[src/bus_pkg.sv]
package bus_pkg;

    // read only instruction side
    typedef struct packed {
        logic        valid;
        logic [31:0] addr;
    } ibus_req_t;

    typedef struct packed {
        logic        ready;
        logic [31:0] data;
    } ibus_resp_t;

    // strobe of zero marks a data read
    typedef struct packed {
        logic        valid;
        logic [31:0] addr;
        logic [3:0]  strobe;
        logic [31:0] data;
    } dbus_req_t;

    // read data only meaningful in the transfer cycle
    typedef struct packed {
        logic        ready;
        logic [31:0] data;
    } dbus_resp_t;

endpackage

[src/core_pkg.sv]
package core_pkg;

    typedef logic [31:0] word_t;
    typedef logic [4:0]  reg_addr_t;

    // first fetch address and architectural register count
    localparam word_t RESET_PC = 32'hbfc0_0000;
    localparam int    NUM_REGS = 32;

    // alu operations
    typedef enum logic [2:0] {
        ADD,
        SUB,
        AND,
        OR,
        SLT,
        LUI,
        PASS_B
    } op_e;

    // controller states for one pass per instruction
    typedef enum logic [2:0] {
        FETCH,
        DECODE,
        EXECUTE,
        MEMORY,
        WRITEBACK
    } state_e;

    typedef struct packed {
        op_e       op;
        reg_addr_t ra1;
        reg_addr_t ra2;
        reg_addr_t rdst;
        // already extended by the decoder
        word_t     imm;
        logic      use_imm;
        logic      regwrite;
        logic      memread;
        logic      memwrite;
        logic      branch;
        logic      branch_ne;
        // low for encodings outside the supported subset
        logic      valid;
    } decoded_t;

endpackage

[src/core_ctrl.sv]
`timescale 1ns/1ps

module core_ctrl (
    input  logic                clk,
    input  logic                resetn,
    input  core_pkg::decoded_t  dec,
    input  logic                ifetch_done,
    input  logic                dmem_done,
    input  logic                taken,
    output core_pkg::state_e    state,
    output logic                instr_load,
    output logic                pc_inc,
    output logic                pc_load,
    output logic                rf_write,
    output logic                fetch_req,
    output logic                mem_req,
    output logic                wb_sel
);

    core_pkg::state_e state_next;

    always_ff @(posedge clk) begin
        if (resetn) begin
            state <= core_pkg::FETCH;
        end else begin
            state <= state_next;
        end
    end

    always_comb begin
        state_next = state;
        case (state)
            core_pkg::FETCH: begin
                if (ifetch_done) begin
                    state_next = core_pkg::DECODE;
                end
            end
            core_pkg::DECODE: begin
                state_next = core_pkg::EXECUTE;
            end
            core_pkg::EXECUTE: begin
                // unsupported encodings fall straight through as a no-op
                if (!dec.valid) begin
                    state_next = core_pkg::FETCH;
                end else if (dec.memread || dec.memwrite) begin
                    state_next = core_pkg::MEMORY;
                end else if (dec.regwrite) begin
                    state_next = core_pkg::WRITEBACK;
                end else begin
                    state_next = core_pkg::FETCH;
                end
            end
            core_pkg::MEMORY: begin
                // wait here for as long as the data bus holds off ready
                if (dmem_done) begin
                    state_next = core_pkg::WRITEBACK;
                end
            end
            default: begin
                state_next = core_pkg::FETCH;
            end
        endcase
    end

    // no fetch request while the core is held in reset
    assign fetch_req  = (state == core_pkg::FETCH) && !resetn;
    assign mem_req    = (state == core_pkg::MEMORY);

    // pc moves to pc + 4 as soon as the instruction word arrives
    assign instr_load = (state == core_pkg::FETCH) && ifetch_done;
    assign pc_inc     = instr_load;

    // taken branch overrides the increment already applied
    assign pc_load    = (state == core_pkg::EXECUTE) && dec.valid && dec.branch && taken;

    // stores also pass through writeback but never write a register
    assign rf_write   = (state == core_pkg::WRITEBACK) && dec.valid && dec.regwrite;
    assign wb_sel     = dec.memread;

endmodule

[src/pc_unit.sv]
`timescale 1ns/1ps

module pc_unit (
    input  logic            clk,
    input  logic            resetn,
    input  logic            inc,
    input  logic            load,
    input  core_pkg::word_t target,
    output core_pkg::word_t pc
);

    core_pkg::word_t pc_next;

    // branch load wins over the sequential step
    always_comb begin
        pc_next = pc;
        if (load) begin
            pc_next = target;
        end else if (inc) begin
            pc_next = pc + 32'd4;
        end
    end

    always_ff @(posedge clk) begin
        if (resetn) begin
            pc <= core_pkg::RESET_PC;
        end else begin
            pc <= pc_next;
        end
    end

endmodule

[src/decoder.sv]
`timescale 1ns/1ps

module decoder (
    input  core_pkg::word_t    instr,
    output core_pkg::decoded_t dec
);

    logic [5:0] opcode;
    logic [5:0] funct;

    assign opcode = instr[31:26];
    assign funct  = instr[5:0];

    always_comb begin
        dec      = '0;
        dec.op   = core_pkg::PASS_B;
        dec.ra1  = instr[25:21];
        dec.ra2  = instr[20:16];
        // i-type writes rt unless overridden below
        dec.rdst = instr[20:16];
        dec.imm  = {{16{instr[15]}}, instr[15:0]};
        case (opcode)
            6'h00: begin
                dec.rdst     = instr[15:11];
                dec.regwrite = 1'b1;
                dec.valid    = 1'b1;
                case (funct)
                    6'h21: dec.op = core_pkg::ADD;
                    6'h23: dec.op = core_pkg::SUB;
                    6'h24: dec.op = core_pkg::AND;
                    6'h25: dec.op = core_pkg::OR;
                    6'h2a: dec.op = core_pkg::SLT;
                    default: begin
                        dec.regwrite = 1'b0;
                        dec.valid    = 1'b0;
                    end
                endcase
            end
            6'h09: begin
                dec.op       = core_pkg::ADD;
                dec.use_imm  = 1'b1;
                dec.regwrite = 1'b1;
                dec.valid    = 1'b1;
            end
            6'h0f: begin
                // immediate lands in the upper half
                dec.op       = core_pkg::LUI;
                dec.imm      = {instr[15:0], 16'h0000};
                dec.use_imm  = 1'b1;
                dec.regwrite = 1'b1;
                dec.valid    = 1'b1;
            end
            6'h23: begin
                dec.op       = core_pkg::ADD;
                dec.use_imm  = 1'b1;
                dec.regwrite = 1'b1;
                dec.memread  = 1'b1;
                dec.valid    = 1'b1;
            end
            6'h2b: begin
                dec.op       = core_pkg::ADD;
                dec.use_imm  = 1'b1;
                dec.memwrite = 1'b1;
                dec.valid    = 1'b1;
            end
            6'h04, 6'h05: begin
                dec.branch    = 1'b1;
                dec.branch_ne = opcode[0];
                dec.valid     = 1'b1;
            end
            default: begin
                dec.valid = 1'b0;
            end
        endcase
    end

endmodule

[src/alu.sv]
`timescale 1ns/1ps

module alu (
    input  core_pkg::decoded_t dec,
    input  core_pkg::word_t    a,
    input  core_pkg::word_t    b,
    output core_pkg::word_t    result,
    output logic               taken
);

    core_pkg::word_t b_op;

    assign b_op = dec.use_imm ? dec.imm : b;

    always_comb begin
        case (dec.op)
            core_pkg::ADD: result = a + b_op;
            core_pkg::SUB: result = a - b_op;
            core_pkg::AND: result = a & b_op;
            core_pkg::OR:  result = a | b_op;
            core_pkg::SLT: result = {31'd0, $signed(a) < $signed(b_op)};
            // low half forced clear
            core_pkg::LUI: result = {b_op[31:16], 16'h0000};
            default:       result = b_op;
        endcase
    end

    // beq and bne compare the two registers, never the immediate
    assign taken = dec.branch && ((a == b) != dec.branch_ne);

endmodule

[src/regfile.sv]
`timescale 1ns/1ps

module regfile (
    input  logic                clk,
    input  logic                resetn,
    input  core_pkg::reg_addr_t ra1,
    input  core_pkg::reg_addr_t ra2,
    input  logic                we,
    input  core_pkg::reg_addr_t wa,
    input  core_pkg::word_t     wd,
    output core_pkg::word_t     rd1,
    output core_pkg::word_t     rd2
);

    core_pkg::word_t regs [core_pkg::NUM_REGS];

    always_ff @(posedge clk) begin
        if (resetn) begin
            for (int i = 0; i < core_pkg::NUM_REGS; i++) begin
                regs[i] <= '0;
            end
        end else if (we && (wa != '0)) begin
            // r0 is never written so it keeps its reset value
            regs[wa] <= wd;
        end
    end

    assign rd1 = regs[ra1];
    assign rd2 = regs[ra2];

endmodule

[src/mycore.sv]
`timescale 1ns/1ps

module mycore (
    input  logic                clk,
    input  logic                resetn,
    output bus_pkg::ibus_req_t  ireq,
    input  bus_pkg::ibus_resp_t iresp,
    output bus_pkg::dbus_req_t  dreq,
    input  bus_pkg::dbus_resp_t dresp
);

    core_pkg::state_e   state;
    core_pkg::decoded_t dec_d;
    core_pkg::decoded_t dec_q;
    core_pkg::word_t    pc;
    core_pkg::word_t    target;
    core_pkg::word_t    instr_q;
    core_pkg::word_t    rd1;
    core_pkg::word_t    rd2;
    core_pkg::word_t    alu_result;
    core_pkg::word_t    result_q;
    core_pkg::word_t    load_q;
    core_pkg::word_t    wd;
    logic               instr_load;
    logic               pc_inc;
    logic               pc_load;
    logic               rf_write;
    logic               fetch_req;
    logic               mem_req;
    logic               wb_sel;
    logic               taken;
    logic               ifetch_done;
    logic               dmem_done;

    assign ifetch_done = ireq.valid && iresp.ready;
    assign dmem_done   = dreq.valid && dresp.ready;

    core_ctrl core_ctrl_i (
        .clk, .resetn, .dec(dec_q), .ifetch_done, .dmem_done, .taken,
        .state, .instr_load, .pc_inc, .pc_load, .rf_write, .fetch_req, .mem_req, .wb_sel
    );

    // pc already holds pc + 4 once the instruction has been fetched
    assign target = pc + {dec_q.imm[29:0], 2'b00};

    pc_unit pc_unit_i (.clk, .resetn, .inc(pc_inc), .load(pc_load), .target, .pc);

    decoder decoder_i (.instr(instr_q), .dec(dec_d));

    regfile regfile_i (
        .clk, .resetn, .ra1(dec_q.ra1), .ra2(dec_q.ra2),
        .we(rf_write), .wa(dec_q.rdst), .wd, .rd1, .rd2
    );

    alu alu_i (.dec(dec_q), .a(rd1), .b(rd2), .result(alu_result), .taken);

    always_ff @(posedge clk) begin
        if (resetn) begin
            dec_q <= '0;
        end else if (state == core_pkg::DECODE) begin
            dec_q <= dec_d;
        end
    end

    // holding registers for the instruction word, alu result and load data
    always_ff @(posedge clk) begin
        if (instr_load) begin
            instr_q <= iresp.data;
        end
        if (state == core_pkg::EXECUTE) begin
            result_q <= alu_result;
        end
        if (dmem_done && dec_q.memread) begin
            load_q <= dresp.data;
        end
    end

    assign wd = wb_sel ? load_q : result_q;

    // request fields stay steady for the whole fetch or memory state
    always_comb begin
        ireq.valid  = fetch_req;
        ireq.addr   = pc;
        dreq.valid  = mem_req;
        dreq.addr   = result_q;
        dreq.strobe = dec_q.memwrite ? 4'hf : 4'h0;
        dreq.data   = rd2;
    end

endmodule

[config.mk]
export PLATFORM = sky130hd
export DESIGN_NAME = mycore
export DESIGN_NICKNAME = d
export VERILOG_FILES = /design/src/bus_pkg.sv /design/src/core_pkg.sv /design/src/core_ctrl.sv /design/src/pc_unit.sv /design/src/decoder.sv /design/src/alu.sv /design/src/regfile.sv /design/src/mycore.sv
export SDC_FILE = /design/constraint.sdc
export NUM_CORES = 2
export LEC_CHECK = 0
export ABC_AREA = 1
export BUFFER_PORTS_ARGS = -buffer_cell sky130_fd_sc_hd__buf_2
export CORE_ASPECT_RATIO = 1.75
export CORE_MARGIN = 8
export CORE_UTILIZATION = 45
export DETAILED_ROUTE_END_ITERATION = 12
export PLACE_DENSITY = 0.69
export SLEW_MARGIN = 30
export SYNTH_ARGS = -nofsm -noshare
export SYNTH_HDL_FRONTEND = slang
export SYNTH_HIERARCHICAL = 1
export SYNTH_SLANG_ARGS = --single-unit
[constraint.sdc]
create_clock -name clk -period 6.4 [get_ports clk]
set_input_delay 0.96 -clock clk [delete_from_list [all_inputs] [get_ports clk]]
set_output_delay 0.96 -clock clk [all_outputs]
set_load 0.02 [all_outputs]
# Word level (Yosys, flattened, before mapping)
# Memories as Yosys holds them, arrays and structs flattened. A register that Yosys moved wholly into a read port is not among the register bits.
# Cells that the tools add are included.
dict set report totals {
  register_bits 188
  output_inout_bits 102
  mem_count 1
  ram_bits 1024
  inputBits 68
}
dict set report classes {
  n_lt_le_gt_ge 1
  add_sub_neg 4
  muxes 35
  bitwise 2
  n_reduce_logical 27
  eq_ne 24
}
# memory words word_bits rd rd_clocked_by_memory_dff wr line_no
set mem_list {}
lappend mem_list {regfile_i.regs 32 32 2 2 32 regfile.sv:15} ;# core_pkg::word_t regs [core_pkg::NUM_REGS];
# operator count
set op_table {}
lappend op_table {{$pmux W32 S6} 1}
lappend op_table {{$mux W32} 5}
lappend op_table {{$add A32 B32 Y32} 2}
lappend op_table {{$eq A6 B6 Y1 const B} 7}
lappend op_table {{$add A32 B3 Y32 const B} 1}
lappend op_table {{$and A32 B32 Y32} 1}
lappend op_table {{$eq A32 B32 Y1} 1}
lappend op_table {{$lt A32 B32 Y1} 1}
lappend op_table {{$or A32 B32 Y32} 1}
lappend op_table {{$reduce_or A32 Y1} 1}
lappend op_table {{$sub A32 B32 Y32} 1}
lappend op_table {{$mux W31} 1}
lappend op_table {{$mux W5} 6}
lappend op_table {{$mux W3} 5}
lappend op_table {{$pmux W3 S5} 1}
lappend op_table {{$eq A3 B2 Y1 const B} 4}
lappend op_table {{$eq A6 B3 Y1 const B} 2}
lappend op_table {{$eq A6 B4 Y1 const B} 2}
lappend op_table {{$logic_and A1 B1 Y1} 12}
lappend op_table {{$pmux W3 S4} 1}
lappend op_table {{$mux W1} 10}
lappend op_table {{$eq A3 B3 Y1 const B} 3}
lappend op_table {{$pmux W3 S3} 1}
lappend op_table {{$eq A3 B1 Y1 const B} 2}
lappend op_table {{other kinds (18)} 21}

# Longest topological paths before layout
dict set report logic_depth {
  word_depth 9
  depth_mapped 30
  depth_no_buf 26
}

# Hierarchy
# The synthesis kept the hierarchy.
# module area_each_um2 cells_per_inst n_inst
set by_module_without_submodules {}
lappend by_module_without_submodules {regfile 56678.1 7191 1}
lappend by_module_without_submodules {mycore 7648.6 835 1}
lappend by_module_without_submodules {alu 7308.3 1480 1}
lappend by_module_without_submodules {pc_unit 2067.0 320 1}
lappend by_module_without_submodules {decoder 676.9 131 1}
lappend by_module_without_submodules {core_ctrl 251.5 43 1}

# Least setup slack after synthesis
# Ideal clock, no wire load.
dict set report synth_path {
  kind {input to register}
  from {input resetn}
  to {register pc_unit_i.pc[5]}
  slack_ps 2716
  path_stages 12
  required_ps 6326
  setup_ps 74
  arrival_ps 3610
  path_buffers 1
  cell_sequence {nor2_1 nand2_1 inv_1 inv_1 nor2_1 buf_4 inv_1 nor2_1 inv_1 a21oi_1 o21ai_0 a31oi_1}
}
dict set report synth_between {
  elab_chain_len 5
}
# element line_no
set synth_rtl {}
lappend synth_rtl {{start, declared} mycore.sv:5} ;# input logic resetn,
lappend synth_rtl {{$logic_not A1 Y1} core_ctrl.sv:66} ;# assign fetch_req = (state == core_pkg::FETCH) && !resetn;
lappend synth_rtl {{$logic_and A1 B1 Y1} core_ctrl.sv:66}
lappend synth_rtl {{$logic_and A1 B1 Y1} mycore.sv:35} ;# assign ifetch_done = ireq.valid && iresp.ready;
lappend synth_rtl {{via ifetch_done} mycore.sv:32} ;# logic ifetch_done;
lappend synth_rtl {{$logic_and A1 B1 Y1} core_ctrl.sv:70} ;# assign instr_load = (state == core_pkg::FETCH) && ifetch_done;
lappend synth_rtl {{via instr_load} mycore.sv:24} ;# logic instr_load;
lappend synth_rtl {{$reduce_bool A2 Y1 (no line)} -}
lappend synth_rtl {{end signal, assigned} pc_unit.sv:26} ;# pc <= core_pkg::RESET_PC;
lappend synth_rtl {{end signal, assigned} pc_unit.sv:28} ;# pc <= pc_next;
lappend synth_rtl {{end, declared} pc_unit.sv:9} ;# output core_pkg::word_t pc
# The timed path passes the listed nets, and every way through them passes these cells.
# A chain may end at the register's enable or synchronous reset.

==> flow_summary.json <==
{
  "status": "finished clean",
  "areaGrowthSynthToFinish_pct": 8.29,
  "mostFrequentLayoutCells": "nand2_1 (3705), nand3_1 (1695), nor2_1 (1278), edfxtp_1 (1120), inv_1 (554)",
  "htreeDepth": 3,
  "ant_nets": 0,
  "dr.pass1.iters": 10,
  "clk_latency_ns": 0.77,
  "power_per_cell_area_mw_per_mm2": 464,
  "dieArea_sq_mm": 0.180,
  "initial_core_util_pct": 45.1,
  "p_leak_nw": 35.2,
  "final_area_sq_mm": 0.0808,
  "start_kind": "flip-flop",
  "hpwl_um": 211000,
  "arrival_ns": 6.79,
  "clkTransAtPathRegs_ns": 0.07,
  "synth_seq_cells": 1212,
  "coreArea_sq_mm": 0.165,
  "fmax_mhz": 163,
  "yosysWarnings": 6,
  "slowest_stage": "nand2_1",
  "period_needed_ns": 6.12,
  "pre_cts_slack_ns": 0.591,
  "place_area_sq_mm": 0.0770,
  "grt_use_total_pct": 34.7,
  "hold_violations": 0,
  "num_rows": 198,
  "period_share_pct": 95.6,
  "vias": 73600,
  "first_global_vias": 70900,
  "cts.root.buffer_cell": "clkbuf_16",
  "grt_pass1_wl_um": 463000,
  "antenna_found_initial": 16,
  "grt-ovfl-total": 0,
  "hold_path.class": "in2reg",
  "setup_viol": 0,
  "grt_max_degree": 186,
  "async_flop_share_pct": 0,
  "fin_skew_ns": 0.0370,
  "final_cells": 12100,
  "vias_per_cell": 6.07,
  "syn_area_sq_mm": 0.0746,
  "drt-initial-drc-count": 10200,
  "path_class": "reg2reg",
  "cts_buffers": 111,
  "mostFrequentLayoutCell": "nand2_1",
  "drive_above_1_share_pct": 7.88,
  "rsz0062_at_grt": "false",
  "place_inst": 11900,
  "cp_max_fo": 57,
  "clock_sinks": 1212,
  "cts_buffer_depth": 3,
  "post_synth_num_cell_types": 54,
  "wl_per_cell_um": 26.7,
  "port_buffers": 169,
  "setup_ws_ns": 0.279,
  "synth_area_per_cell_sq_um": 7.46,
  "critical_path.top_delay_family": "simple AND/OR/NAND/NOR gates",
  "tightest_slew_ns": 1.13,
  "required_ns": 7.07,
  "slew_violations": 0,
  "die_w_um": 324,
  "tritoncts": "yes",
  "ys.flop_type": "edfxtp_1",
  "gp_congestion": 1.04,
  "ir_worst_vdd_mv": 0.479,
  "final.setup.tns_ns": 0,
  "fill_cells": 16100,
  "syn_inst": 10000,
  "critPathCaptureType": "flip-flop",
  "max_stage_delay_ns": 0.70,
  "reg2reg_slack_ns": 0.28,
  "drv_cap": 0,
  "post-route-drc-count": 0,
  "path_buf_inv": 2,
  "die_y_um": 555,
  "cpMostUsedCell": "nand2_1",
  "synth_edf_count": 1120,
  "path_cells": "buf_4, nand2_1, nand3_1, nand3_1, nand2_1, nand2_1, nand2_1, nand2_1, nand2_1, xnor2_1, nand4_1, nor2_2, nand2_1, nor2_2, nand2_1, nand2_1, nor2_1, nand2_1, nor2_2, nor2_1, buf_4, a22oi_1, a21oi_1",
  "whs_ns": 0.359,
  "ios": 170,
  "final_nets": 10000,
  "drt-total-wl_um": 324000,
  "relSlewSlack_pct": 24.9,
  "seq_area_frac_synth_pct": 47.5
}
[per-stage QoR]
| step | utilization [%] | total power, mW |
|---|---|---|
| final | 48.8 | 37.5 |
| after global routing | 48.8 | 38.9 |
| after CTS | 48.8 | 36.6 |
| after detailed placement | 46.5 | 29.6 |
| after global placement | 46.5 | 29.5 |
| after floorplan | - | 21.8 |
[per-layer routing]
layer	vias up	track usage, %	wire [um]
met5	-	0	86
met4	12	31.2	36000
met3	1767	8.22	36600
met2	5533	56.9	150000
met1	34100	36.8	101000
li1	32100	-	-
[timing repair]
action,in CTS,in global routing
setup buffers,0,0
hold buffers,0,0
resized for setup,0,2
endpoints found under the setup margin,0,30
[layout make-up]
cell class                 instances  area (sq um)  share of cell area [%]
sequential                      1212         35500                    43.9
antenna                            6          15.0                  0.0186
multi-input combinational       7490         33400                    41.4
clock inverter                    79           808                    1.00
clock buffer                     132          2950                    3.65
tap                             2200          2750                    3.41
timing repair buffer             400          3050                    3.78
inverter                         597          2300                    2.85
[final timing paths]
path	depth (start not counted)	end	start
max	23	pc_unit_i/pc[12]	dec_q[49]
min	1	load_q[12]	dresp[12]
min reg2reg	2	dec_q[38]	dec_q[38]
max reg2reg	23	pc_unit_i/pc[12]	dec_q[49]
[cell usage after synthesis (19+ instances only)]
cell type	count	share of area [%]
nand2_2	26	0.22
nand4_1	65	0.54
nand3_1	1696	11
mux2_2	30	0.45
ha_1	126	2.1
nor2_1	1283	6.5
inv_1	579	2.9
a211oi_1	62	0.62
a21oi_1	102	0.68
nand2_1	3736	19
xnor2_1	35	0.41
nor3_1	36	0.24
dfxtp_1	92	2.5
clkbuf_1	226	1.1
a31oi_1	19	0.16
buf_6	42	0.63
buf_4	54	0.54
buf_1	24	0.12
xor2_1	25	0.29
o21ai_0	88	0.59
buf_2	382	2.6
edfxtp_1	1120	45
[kinds of logic after synthesis]
logic type / count (synthesis) / share of synthesized area [%]
xor+xnor: 60 / 0.704
mux: 32 / 0.483
flops: 1212 / 47.5
other cells: 1 / 0.00502
fa+ha+maj: 129 / 2.19
simple gates: 6897 / 38.3
buf+inv: 1329 / 8.06
compound gates: 340 / 2.76
[report_power, final]
part           internal (mW)  switching [mW]  total (mW)
Sequential              9.22           0.570        9.79
Combinational           5.20            15.4        20.6
Clock                   3.81            3.26        7.08
[state kept, by name, summed over array words and instances, names as in the netlist]
register,flops
result_q,32
load_q,32
dec_q,57
core_ctrl_i/state,3
instr_q,32
regfile_i/regs,1024
pc_unit_i/pc,32
(Power assumes the default switching activity.)
